==> config.mk <==
export PLATFORM = sky130hd
export DESIGN_NAME = dcache_ctrl_flat
export DESIGN_NICKNAME = d
export VERILOG_FILES = /design/src/hw/dcache_pkg.sv /design/src/hw/dcache_lookup_if.sv /design/src/hw/dcache_ctrl.sv /design/src/flat_wrapper.sv
export VERILOG_INCLUDE_DIRS = /design/src /design/src/hw
export SDC_FILE = /design/constraint.sdc
export NUM_CORES = 1
export LEC_CHECK = 0
export BUFFER_PORTS_ARGS = -buffer_cell sky130_fd_sc_hd__buf_4
export CORE_AREA = 2 2 362 364
export DETAILED_ROUTE_END_ITERATION = 16
export DIE_AREA = 0 0 364 366
export HOLD_SLACK_MARGIN = 0.15
export PLACE_DENSITY = 0.35
export SLEW_MARGIN = 20
export SYNTH_ARGS = -nofsm -noshare
export SYNTH_HDL_FRONTEND = slang
export SYNTH_SLANG_ARGS = --single-unit
==> constraint.sdc <==
create_clock -name clk -period 8.6 [get_ports clk]
set_clock_uncertainty 0.05 [all_clocks]
set_input_delay 0.43 -clock clk [delete_from_list [all_inputs] [get_ports clk]]
set_output_delay 0.43 -clock clk [all_outputs]
set_load 0.05 [all_outputs]
==> src/hw/dcache_config.svh <==
`ifndef DCACHE_CONFIG_SVH
`define DCACHE_CONFIG_SVH

// word width in bits
`define DCACHE_DATA_WIDTH 32

// one replacement bit per set, so only 2 ways work
`define DCACHE_WAYS 2

`define DCACHE_WORDS_PER_LINE 4

// any power of two
`define DCACHE_SETS 16

`endif
==> src/hw/dcache_pkg.sv <==
`default_nettype none

`include "dcache_config.svh"

package dcache_pkg;

    localparam int WORD_BITS     = `DCACHE_DATA_WIDTH;
    localparam int WORDS         = `DCACHE_WORDS_PER_LINE;
    localparam int WAYS          = `DCACHE_WAYS;
    localparam int SETS          = `DCACHE_SETS;
    localparam int INDEX_BITS    = $clog2(SETS);
    localparam int WORD_OFF_BITS = $clog2(WORDS);
    localparam int BYTE_OFF_BITS = $clog2(WORD_BITS / 8);
    localparam int OFFSET_BITS   = WORD_OFF_BITS + BYTE_OFF_BITS;
    localparam int TAG_BITS      = 32 - INDEX_BITS - OFFSET_BITS;

    typedef logic [TAG_BITS-1:0]        tag_t;
    typedef logic [INDEX_BITS-1:0]      index_t;
    typedef logic [WORD_OFF_BITS-1:0]   word_off_t;
    typedef logic [$clog2(WAYS)-1:0]    way_t;
    typedef logic [WORD_BITS-1:0]       word_t;
    typedef logic [WORD_BITS/8-1:0]     strb_t;

    typedef logic [WORDS-1:0][WORD_BITS-1:0] cache_line_t;

    typedef struct packed {
        tag_t                     tag;
        index_t                   index;
        word_off_t                word;
        logic [BYTE_OFF_BITS-1:0] byte_off;
    } addr_fields_t;

    // raw address or its cache fields
    typedef union packed {
        logic [31:0]  word;
        addr_fields_t f;
    } cache_addr_u;

    typedef enum logic [2:0] {
        lookup,
        writeback_req,
        writeback_wait,
        refill_req,
        refill_wait,
        refill_done
    } miss_state_t;

endpackage

`default_nettype wire

==> src/hw/dcache_lookup_if.sv <==
`timescale 1ns/1ps
`default_nettype none

interface dcache_lookup_if;
    import dcache_pkg::*;

    index_t          index_rd;     // array read address
    index_t          index_wr;     // set being updated
    logic            lookup_en;
    tag_t            lookup_tag;
    logic [WAYS-1:0] hit;
    way_t            victim_way;
    logic            victim_dirty;
    tag_t            victim_tag;
    logic            fill_en;
    tag_t            fill_tag;
    logic            store_en;
    way_t            store_way;
    word_off_t       store_off;
    logic            mark_dirty;   // dirty value written on fill or store

    modport ctrl (
        output index_rd, index_wr, lookup_en, lookup_tag,
        output fill_en, fill_tag, store_en, store_way, store_off, mark_dirty,
        input  hit, victim_dirty, victim_tag
    );

    modport tags (
        input  index_rd, index_wr, lookup_en, lookup_tag,
        input  fill_en, fill_tag, store_en, store_way, mark_dirty,
        output hit, victim_way, victim_dirty, victim_tag
    );

    modport data (
        input index_rd, index_wr, fill_en, store_en, store_way, store_off,
        input hit, victim_way
    );

endinterface

`default_nettype wire

==> src/hw/dcache_ctrl.sv <==
`timescale 1ns/1ps
`default_nettype none

module dcache_ctrl (
    input  logic                    clk,
    input  logic                    reset,
    dcache_lookup_if.ctrl           lk,

    input  logic                    req_valid,
    input  logic                    req_write,
    input  logic [31:0]             req_addr,
    input  dcache_pkg::word_t       req_wdata,
    input  dcache_pkg::strb_t       req_wstrb,
    output logic                    busy,
    output logic                    resp_valid,
    output dcache_pkg::word_t       rdata,

    output logic                    mem_rd_req,
    output logic [31:0]             mem_rd_addr,
    input  logic                    mem_rd_rdy,
    input  logic                    mem_ret_valid,
    input  dcache_pkg::cache_line_t mem_ret_data,
    output logic                    mem_wr_req,
    output logic [31:0]             mem_wr_addr,
    output dcache_pkg::cache_line_t mem_wr_data,
    input  logic                    mem_wr_rdy,
    input  logic                    mem_wr_done,

    input  dcache_pkg::cache_line_t hit_line,
    input  dcache_pkg::cache_line_t victim_line,
    output dcache_pkg::cache_line_t fill_line,
    output dcache_pkg::word_t       store_word
);
    import dcache_pkg::*;

    miss_state_t state;
    miss_state_t state_nxt;

    logic        pending;       // request waiting for its response
    logic        buf_write;
    cache_addr_u buf_addr;
    word_t       buf_wdata;
    strb_t       buf_wstrb;

    cache_addr_u in_addr;
    cache_addr_u rd_line_addr;
    cache_addr_u wr_line_addr;
    logic        accept;
    logic        hit_any;
    word_t       hit_word;

    assign in_addr.word = req_addr;
    assign accept       = req_valid & ~busy;
    assign hit_any      = |lk.hit;

    always_ff @(posedge clk) begin
        if (reset)
            pending <= 1'b0;
        else if (accept)
            pending <= 1'b1;
        else if (resp_valid)
            pending <= 1'b0;
    end

    always_ff @(posedge clk) begin
        if (accept) begin
            buf_write <= req_write;
            buf_addr  <= in_addr;
            buf_wdata <= req_wdata;
            buf_wstrb <= req_wstrb;
        end
    end

    // re-read the buffered set whenever nothing new is accepted
    assign lk.index_rd   = accept ? in_addr.f.index : buf_addr.f.index;
    assign lk.index_wr   = buf_addr.f.index;
    assign lk.lookup_en  = pending & (state == lookup);
    assign lk.lookup_tag = buf_addr.f.tag;

    assign resp_valid = lk.lookup_en & hit_any;
    assign busy       = (state != lookup) | (pending & (buf_write | ~hit_any));

    assign hit_word = hit_line[buf_addr.f.word];
    assign rdata    = hit_word;

    // byte merge of store data into the hit word
    always_comb begin
        for (int b = 0; b < $bits(strb_t); b++) begin
            store_word[8*b +: 8] = buf_wstrb[b] ? buf_wdata[8*b +: 8] : hit_word[8*b +: 8];
        end
    end

    assign lk.store_en   = resp_valid & buf_write;
    assign lk.store_way  = lk.hit[1];
    assign lk.store_off  = buf_addr.f.word;
    assign lk.mark_dirty = lk.store_en;   // fills are clean

    assign lk.fill_en  = (state == refill_wait) & mem_ret_valid;
    assign lk.fill_tag = buf_addr.f.tag;
    assign fill_line   = mem_ret_data;

    always_comb begin
        rd_line_addr            = buf_addr;
        rd_line_addr.f.word     = '0;
        rd_line_addr.f.byte_off = '0;
        wr_line_addr            = rd_line_addr;
        wr_line_addr.f.tag      = lk.victim_tag;
    end

    assign mem_rd_req  = (state == refill_req);
    assign mem_rd_addr = rd_line_addr.word;
    assign mem_wr_req  = (state == writeback_req);
    assign mem_wr_addr = wr_line_addr.word;
    assign mem_wr_data = victim_line;   // held stable by the re-read

    always_ff @(posedge clk) begin
        if (reset)
            state <= lookup;
        else
            state <= state_nxt;
    end

    always_comb begin
        state_nxt = state;
        case (state)
            lookup: begin
                if (lk.lookup_en & ~hit_any)
                    state_nxt = lk.victim_dirty ? writeback_req : refill_req;
            end
            writeback_req: begin
                if (mem_wr_rdy)
                    state_nxt = writeback_wait;
            end
            writeback_wait: begin
                if (mem_wr_done)
                    state_nxt = refill_req;
            end
            refill_req: begin
                if (mem_rd_rdy)
                    state_nxt = refill_wait;
            end
            refill_wait: begin
                if (mem_ret_valid)
                    state_nxt = refill_done;
            end
            refill_done: state_nxt = lookup;   // arrays re-read here
            default:     state_nxt = lookup;
        endcase
    end

    // request, address and line held until the memory is ready
    a_rd_hold: assert property (@(posedge clk) disable iff (reset)
        mem_rd_req && !mem_rd_rdy |=> mem_rd_req && $stable(mem_rd_addr));

    a_wr_hold: assert property (@(posedge clk) disable iff (reset)
        mem_wr_req && !mem_wr_rdy |=> mem_wr_req && $stable(mem_wr_addr)
            && $stable(mem_wr_data));

    // a miss only answers after the re-read in refill_done
    a_resp_after_lookup: assert property (@(posedge clk) disable iff (reset)
        resp_valid |-> ($past(state) == lookup) || ($past(state) == refill_done));

endmodule

`default_nettype wire

==> src/flat_wrapper.sv <==
// flat-port wrapper written by rule: the top's interface ports become plain ports
module dcache_ctrl_flat import dcache_pkg::*;
  (clk, reset, req_valid, req_write, req_addr, req_wdata, req_wstrb, busy, resp_valid, rdata, mem_rd_req, mem_rd_addr, mem_rd_rdy, mem_ret_valid, mem_ret_data, mem_wr_req, mem_wr_addr, mem_wr_data, mem_wr_rdy, mem_wr_done, hit_line, victim_line, fill_line, store_word, lk_index_rd, lk_index_wr, lk_lookup_en, lk_lookup_tag, lk_fill_en, lk_fill_tag, lk_store_en, lk_store_way, lk_store_off, lk_mark_dirty, lk_hit, lk_victim_dirty, lk_victim_tag);
  dcache_lookup_if lk_i ();
  input  logic clk;
  input  logic reset;
  input  logic req_valid;
  input  logic req_write;
  input  logic [31:0] req_addr;
  input  dcache_pkg::word_t req_wdata;
  input  dcache_pkg::strb_t req_wstrb;
  output logic busy;
  output logic resp_valid;
  output dcache_pkg::word_t rdata;
  output logic mem_rd_req;
  output logic [31:0] mem_rd_addr;
  input  logic mem_rd_rdy;
  input  logic mem_ret_valid;
  input  dcache_pkg::cache_line_t mem_ret_data;
  output logic mem_wr_req;
  output logic [31:0] mem_wr_addr;
  output dcache_pkg::cache_line_t mem_wr_data;
  input  logic mem_wr_rdy;
  input  logic mem_wr_done;
  input  dcache_pkg::cache_line_t hit_line;
  input  dcache_pkg::cache_line_t victim_line;
  output dcache_pkg::cache_line_t fill_line;
  output dcache_pkg::word_t store_word;
  output wire logic [$bits(lk_i.index_rd)-1:0] lk_index_rd;
  output wire logic [$bits(lk_i.index_wr)-1:0] lk_index_wr;
  output wire logic [$bits(lk_i.lookup_en)-1:0] lk_lookup_en;
  output wire logic [$bits(lk_i.lookup_tag)-1:0] lk_lookup_tag;
  output wire logic [$bits(lk_i.fill_en)-1:0] lk_fill_en;
  output wire logic [$bits(lk_i.fill_tag)-1:0] lk_fill_tag;
  output wire logic [$bits(lk_i.store_en)-1:0] lk_store_en;
  output wire logic [$bits(lk_i.store_way)-1:0] lk_store_way;
  output wire logic [$bits(lk_i.store_off)-1:0] lk_store_off;
  output wire logic [$bits(lk_i.mark_dirty)-1:0] lk_mark_dirty;
  input wire logic [$bits(lk_i.hit)-1:0] lk_hit;
  input wire logic [$bits(lk_i.victim_dirty)-1:0] lk_victim_dirty;
  input wire logic [$bits(lk_i.victim_tag)-1:0] lk_victim_tag;
  assign lk_index_rd = lk_i.index_rd;
  assign lk_index_wr = lk_i.index_wr;
  assign lk_lookup_en = lk_i.lookup_en;
  assign lk_lookup_tag = lk_i.lookup_tag;
  assign lk_fill_en = lk_i.fill_en;
  assign lk_fill_tag = lk_i.fill_tag;
  assign lk_store_en = lk_i.store_en;
  assign lk_store_way = lk_i.store_way;
  assign lk_store_off = lk_i.store_off;
  assign lk_mark_dirty = lk_i.mark_dirty;
  assign lk_i.hit = lk_hit;
  assign lk_i.victim_dirty = lk_victim_dirty;
  assign lk_i.victim_tag = lk_victim_tag;
  dcache_ctrl u_core (.clk(clk), .reset(reset), .lk(lk_i), .req_valid(req_valid), .req_write(req_write), .req_addr(req_addr), .req_wdata(req_wdata), .req_wstrb(req_wstrb), .busy(busy), .resp_valid(resp_valid), .rdata(rdata), .mem_rd_req(mem_rd_req), .mem_rd_addr(mem_rd_addr), .mem_rd_rdy(mem_rd_rdy), .mem_ret_valid(mem_ret_valid), .mem_ret_data(mem_ret_data), .mem_wr_req(mem_wr_req), .mem_wr_addr(mem_wr_addr), .mem_wr_data(mem_wr_data), .mem_wr_rdy(mem_wr_rdy), .mem_wr_done(mem_wr_done), .hit_line(hit_line), .victim_line(victim_line), .fill_line(fill_line), .store_word(store_word));
endmodule
Yosys cells after proc, flatten, opt, wreduce, memory -nomap -nowiden
Index checks and enable logic that the tools add are counted.
{"block": "totals", "regBits": 73, "elab_cells": 48, "in_bits": 487}
{"block": "op_classes", "magnitude_cmp": 1, "reduce_logical": 5, "n_mux": 16, "eq_ne": 9, "bitwise_logic": 11}
{"op": "$bmux W32 S2", "count": 1}
{"op": "$mux W32", "count": 1}
{"op": "$mux W8", "count": 4}
{"op": "$mux W3", "count": 5}
{"op": "$pmux W3 S5", "count": 1}
{"op": "$and A1 B1 Y1", "count": 7}
{"op": "$eq A3 B2 Y1 const B", "count": 2}
{"op": "$ne A2 B2 Y1 const B", "count": 3}
{"op": "$reduce_and A5 Y1", "count": 1}
{"op": "$mux W4", "count": 1}
{"op": "$ne A2 B1 Y1 const B", "count": 2}
{"op": "$eq A3 B1 Y1 const B", "count": 1}
{"op": "$eq A3 B3 Y1 const B", "count": 1}
{"op": "$logic_not A3 Y1", "count": 1}
{"op": "$lt A2 B3 Y1 const B", "count": 1}
{"op": "$reduce_bool A3 Y1", "count": 1}
{"op": "$mux W1", "count": 2}
{"op": "$mux W2", "count": 1}
{"op": "$not A1 Y1", "count": 2}
{"op": "$or A1 B1 Y1", "count": 2}
{"op": "$reduce_bool A2 Y1", "count": 1}
{"op": "$reduce_or A2 Y1", "count": 1}

Logic depth before layout (Yosys ltp)
{"block": "depth", "ltp_word": 8, "ltp_mapped": 5, "ltp_nobuf": 4}

Least setup slack after synthesis
No wires, ideal clock.
{"block": "synth_path", "path_kind": "register to output", "start": "register u_core.state[2]", "end": "output lk_store_en", "path_slack_ns": 4.528, "path_stages_with_launch": 6, "t_arrival_ns": 3.592, "path_buffers": 2, "cell_sequence": "dfxtp_1 buf_2 nor4b_1 and2b_1 and2_1 buf_4"}
{"block": "synth_via", "elab_chain_len": 4}
{"element": "start, declared", "line_no": "dcache_ctrl.sv:36", "rtl": "miss_state_t state;"}
{"element": "start signal, assigned", "line_no": "dcache_ctrl.sv:118", "rtl": "state <= lookup;"}
{"element": "start signal, assigned", "line_no": "dcache_ctrl.sv:120", "rtl": "state <= state_nxt;"}
{"element": "$logic_not A3 Y1", "line_no": "dcache_ctrl.sv:77", "rtl": "assign lk.lookup_en = pending & (state == lookup);"}
{"element": "$and A1 B1 Y1", "line_no": "dcache_ctrl.sv:77"}
{"element": "net lk_lookup_en", "line_no": "flat_wrapper.sv:31", "rtl": "output wire logic [$bits(lk_i.lookup_en)-1:0] lk_lookup_en;"}
{"element": "$and A1 B1 Y1", "line_no": "dcache_ctrl.sv:80", "rtl": "assign resp_valid = lk.lookup_en & hit_any;"}
{"element": "net resp_valid", "line_no": "flat_wrapper.sv:13", "rtl": "output logic resp_valid;"}
{"element": "$and A1 B1 Y1", "line_no": "dcache_ctrl.sv:93", "rtl": "assign lk.store_en = resp_valid & buf_write;"}
{"element": "end, declared", "line_no": "flat_wrapper.sv:35", "rtl": "output wire logic [$bits(lk_i.store_en)-1:0] lk_store_en;"}
The timed path passes the listed nets, and every way through them passes these cells.

Worst setup path after layout
{"block": "layout_path", "start": "register u_core.buf_addr[2] (netlist bit)", "end": "output store_word[31]"}
{"block": "layout_via", "elab_chain_len": 3}
{"element": "start, declared", "line_no": "dcache_ctrl.sv:41", "rtl": "cache_addr_u buf_addr;"}
{"element": "start signal, assigned", "line_no": "dcache_ctrl.sv:68", "rtl": "buf_addr <= in_addr;"}
{"element": "$bmux W32 S2", "line_no": "dcache_ctrl.sv:83", "rtl": "assign hit_word = hit_line[buf_addr.f.word];"}
{"element": "$mux W32 (implied by the code)", "line_no": "dcache_ctrl.sv:83"}
{"element": "$mux W8", "line_no": "dcache_ctrl.sv:89", "rtl": "store_word[8*b +: 8] = buf_wstrb[b] ? buf_wdata[8*b +: 8] : hit_word[8*b +: 8];"}
{"element": "end, declared", "line_no": "flat_wrapper.sv:28", "rtl": "output dcache_pkg::word_t store_word;"}
No other way between the ends. The select of a mux whose other input is x is not followed.

==> metrics list <==
* Sum Neg Setup Slack: 0 ps
* Final period demand of the worst path: approximately 3000 ps
- Slew at the pin closest to its max-slew limit: approximately 640 ps
* Worst Path Class, Setup: flop to output pin
- Setup violation total in the final timing report: 0
- From synthesis to final layout, the design area changed by 52.26%.
- Wires add up to between 30000 and 40000 µm.
- Of all nets on the critical path, the largest fanout is 33.
* Worst min-delay path startpoint: req_valid
- Cells with a size suffix above 1 make up between 70 and 80% of the layout.
* Routed vias: approximately 4200
- The setup check on the worst reg-to-reg path leaves a slack of about 6000 ps.
* Maximum number of pins on one net before global-route repair: 38
- The die is approximately 370 µm tall.
* Footprint of the flip-flops and latches: 2092 µm²
* Vias in the first global route: 4838
- Starting density of the core: 4.800%
- The path with the worst hold slack has its endpoint at u_core.pending$_SDFFE_PP0P_.
- Total setup buffers inserted after CTS: 0
- Ratio of final minimum period to clock period: a little over a third
- Number of cells on the worst reg-to-reg path: 4
- The first global-routing pass estimated 46270 µm of wire.
- The library cell used most frequently in the layout, excluding fill and tap cells, is sky130_fd_sc_hd__buf_4.
- Total CTS buffers: 9
- Count of unique library cells instantiated by Yosys: 30
- The worst hold path passes through 3 cells.
- Using the TritonRoute via totals, the vias-per-cell ratio works out to between 1.5 and 2.
* Multi-input gate area in the final layout: 1394 µm²
- Summed over all nets, the half-perimeter wirelength after detailed placement is between 30000 and 40000 µm.
* Hold_buf cts: between 60 and 70
- After synthesis the cells add up to 6191 µm².
* Number of detailed-routing iterations run before antenna repair: 4
- Cells fill under 10% of the core in the end.
- The clock tree synthesis step divided the H-tree into 3 levels.
- Floorplan die area: between 100000 and 150000 µm²
- Count of warnings emitted by yosys: 0
- Critical register-to-register path endpoint: u_core.buf_wdata[3]$_DFFE_PP_
- Standard-cell row count: about 130
* Per-cell routed wire length: 15.99 µm
- For the worst setup path, the data required time is approximately 8000 ps.
* Largest vdd supply drop: between 0.00009 and 0.0001 V
- Count of state elements after synthesis: 71
- At the worst endpoint, the arrival time is 2520 ps.
* Final hold viol count: 0
- Clock latency at the later pin of the worst-skew pair: about 400 ps
* Post-Syn Area per Cell: ~12 µm²
* Number of cells produced by synthesis: 534
- Status: finished, final reports clean
- Relative slew slack: 57.53%
* Max clock buf depth: 2
* Overall fraction of global-route tracks in use: approximately 5.5%
- Based on the critical path, the design can be clocked at up to between 300 and 400 MHz.
* Sequential fraction of the synthesis area: between 30% and 40%
- # Max-Cap Violations: 0
- Category of the worst setup path launch point: flop
* DR iter-0 viols: around 140
- Number of cells after detailed placement: roughly 2300
- Power per standard cell area: roughly 260 nW/µm²
- Remaining antenna violation count: 0
* DR DRC count: 0
* Final weighted congestion of routability-driven global placement: 0.7766
- The number of antenna violations at the first check in global routing came to 14.
- Buffers placed on the I/O ports in this run total between 300 and 400.
* Most frequent cells in the layout: sky130_fd_sc_hd__buf_4, sky130_fd_sc_hd__dlygate4sd3_1, sky130_fd_sc_hd__edfxtp_1
- The worst register-to-register path begins at u_core.state[1]$_SDFFE_PP0P_.
- Total congestion overflow: 0
* Crit path capture type: output pin
- The count of cells in the finished layout, fillers not included, comes to 2378.
- Root Buffer: sky130_fd_sc_hd__clkbuf_16
- For this run, the post-layout net count is roughly 1100.
- The clock drives between 70 and 80 sinks.
- After clock tree synthesis, the clock-pin slew on the worst setup and hold paths is ~60 ps.
* Class of the most critical hold timing path: input pin to flop
* Unrepaired setup endpoints after global routing: no
- TritonCTS clock tree: yes
* Die W: 364 µm
- Floorplan core area: 129000 µm²
- Total count of max-transition violations in the final report: 0
* Total of fill cells in the finished design: between 15000 and 20000
- In this run the static leakage power is between 3 and 4 nW.
- PostCTS Resize Cnt: 0
- Number of top-level pins: 938
where the power goes:
group          total [mW]  internal (mW)  switching [mW]  leakage (nW)
Sequential          0.584          0.486          0.0989         0.669
Combinational        1.51          0.463            1.05          2.54
Clock               0.398          0.201           0.196         0.135
Total                2.50           1.15            1.35          3.34
cells in the mapped netlist:
library cell	number	area, µm²
sky130_fd_sc_hd__buf_4	346	2597
sky130_fd_sc_hd__edfxtp_1	67	2012
sky130_fd_sc_hd__mux2_2	32	360.4
sky130_fd_sc_hd__mux4_2	32	720.7
sky130_fd_sc_hd__buf_2	5	25.02
sky130_fd_sc_hd__buf_1	4	15.01
sky130_fd_sc_hd__dfxtp_1	4	80.08
sky130_fd_sc_hd__mux2_4	4	60.06
sky130_fd_sc_hd__nor2_1	4	15.01
sky130_fd_sc_hd__a21oi_1	3	15.01
sky130_fd_sc_hd__and2_1	3	18.77
sky130_fd_sc_hd__buf_12	3	60.06
sky130_fd_sc_hd__inv_1	3	11.26
sky130_fd_sc_hd__nand2_1	3	11.26
sky130_fd_sc_hd__nand2b_1	3	18.77
sky130_fd_sc_hd__nor4b_1	3	26.28
sky130_fd_sc_hd__buf_6	2	22.52
sky130_fd_sc_hd__a2111oi_4	1	27.53
sky130_fd_sc_hd__a211oi_1	1	7.510
sky130_fd_sc_hd__a22oi_1	1	7.510
sky130_fd_sc_hd__a31oi_1	1	6.260
sky130_fd_sc_hd__and2b_1	1	7.510
sky130_fd_sc_hd__and3_1	1	6.260
sky130_fd_sc_hd__conb_1	1	3.750
sky130_fd_sc_hd__mux2i_1	1	10.01
sky130_fd_sc_hd__nand3_4	1	17.52
sky130_fd_sc_hd__nand4b_1	1	8.760
sky130_fd_sc_hd__nor2b_1	1	6.260
sky130_fd_sc_hd__nor3_1	1	5.000
sky130_fd_sc_hd__nor3b_1	1	7.510
metal layers:
metal / vias up / global-route usage, % / wire length, µm
met5: - / 0 / 27
met4: 4 / 3.431 / 2024
met3: 145 / 2.683 / 4630
met2: 497 / 9.630 / 18970
met1: 1922 / 5.165 / 12380
li1: 1662 / - / -
logic make-up (layout without fill, tap and decap cells):
family,count (synthesis),after routing,share of synthesized area (%)
mux,69,69,18.59
compound gates,7,7,1.031
flops,71,71,33.79
simple gates,23,23,2.405
other cells,1,9,0.06057
buf+inv,363,457,44.12
registers in the layout (all words and copies together), names as in the netlist:
register,cells
u_core.state,3
u_core.buf_wdata,32
u_core.pending,1
u_core.buf_write,1
u_core.buf_wstrb,4
u_core.buf_addr,30
how the worst max path moves through the flow:
stage	startpoint	to	slack (ps)	cells after the start
after CTS	u_core.buf_addr[2]$_DFFE_PP_	store_word[31]	5490	4
after global placement	lk_hit[1]	u_core.buf_wdata[29]$_DFFE_PP_	5810	6
final	u_core.buf_addr[2]$_DFFE_PP_	store_word[31]	5600	4
after floorplan	u_core.state[2]$_SDFFE_PP0P_	lk_store_en	4530	5
after global routing	u_core.buf_addr[2]$_DFFE_PP_	store_word[31]	5450	4
after detailed placement	lk_hit[1]	u_core.buf_wdata[29]$_DFFE_PP_	5730	6
through the flow:
step | area, µm² | hold WS (ps) | setup WS (ps) | power, mW
6_report | 9427 | 344.5 | 5601 | 2.497
5_1_grt | 9424 | 319.5 | 5452 | 2.625
4_1_cts | 9424 | 279.1 | 5491 | 2.591
3_5_place_dp | 8457 | 479.8 | 5732 | 2.123
3_3_place_gp | 8457 | 478.1 | 5805 | 2.115
2_1_floorplan | 6217 | 448.7 | 4528 | 1.954
worst max-delay path, stage by stage (launching register included):
cell and delay, ps:
sky130_fd_sc_hd__edfxtp_1 320, sky130_fd_sc_hd__buf_4 500, sky130_fd_sc_hd__mux4_2 750, sky130_fd_sc_hd__mux2_2 320
sky130_fd_sc_hd__buf_4 190
area by class of cell:
cell class              instances  share of cell area [%]
clock inverters                 7                  0.6504
repair buffers                438                   36.69
well taps                    1742                   23.12
clock buffers                   9                   2.389
diodes                          1                 0.02655
inverters                       3                  0.1460
flip-flops and latches         71                   22.19
multi-input cells             107                   14.79
No activity file was read; power rests on OpenSTA's default activity.
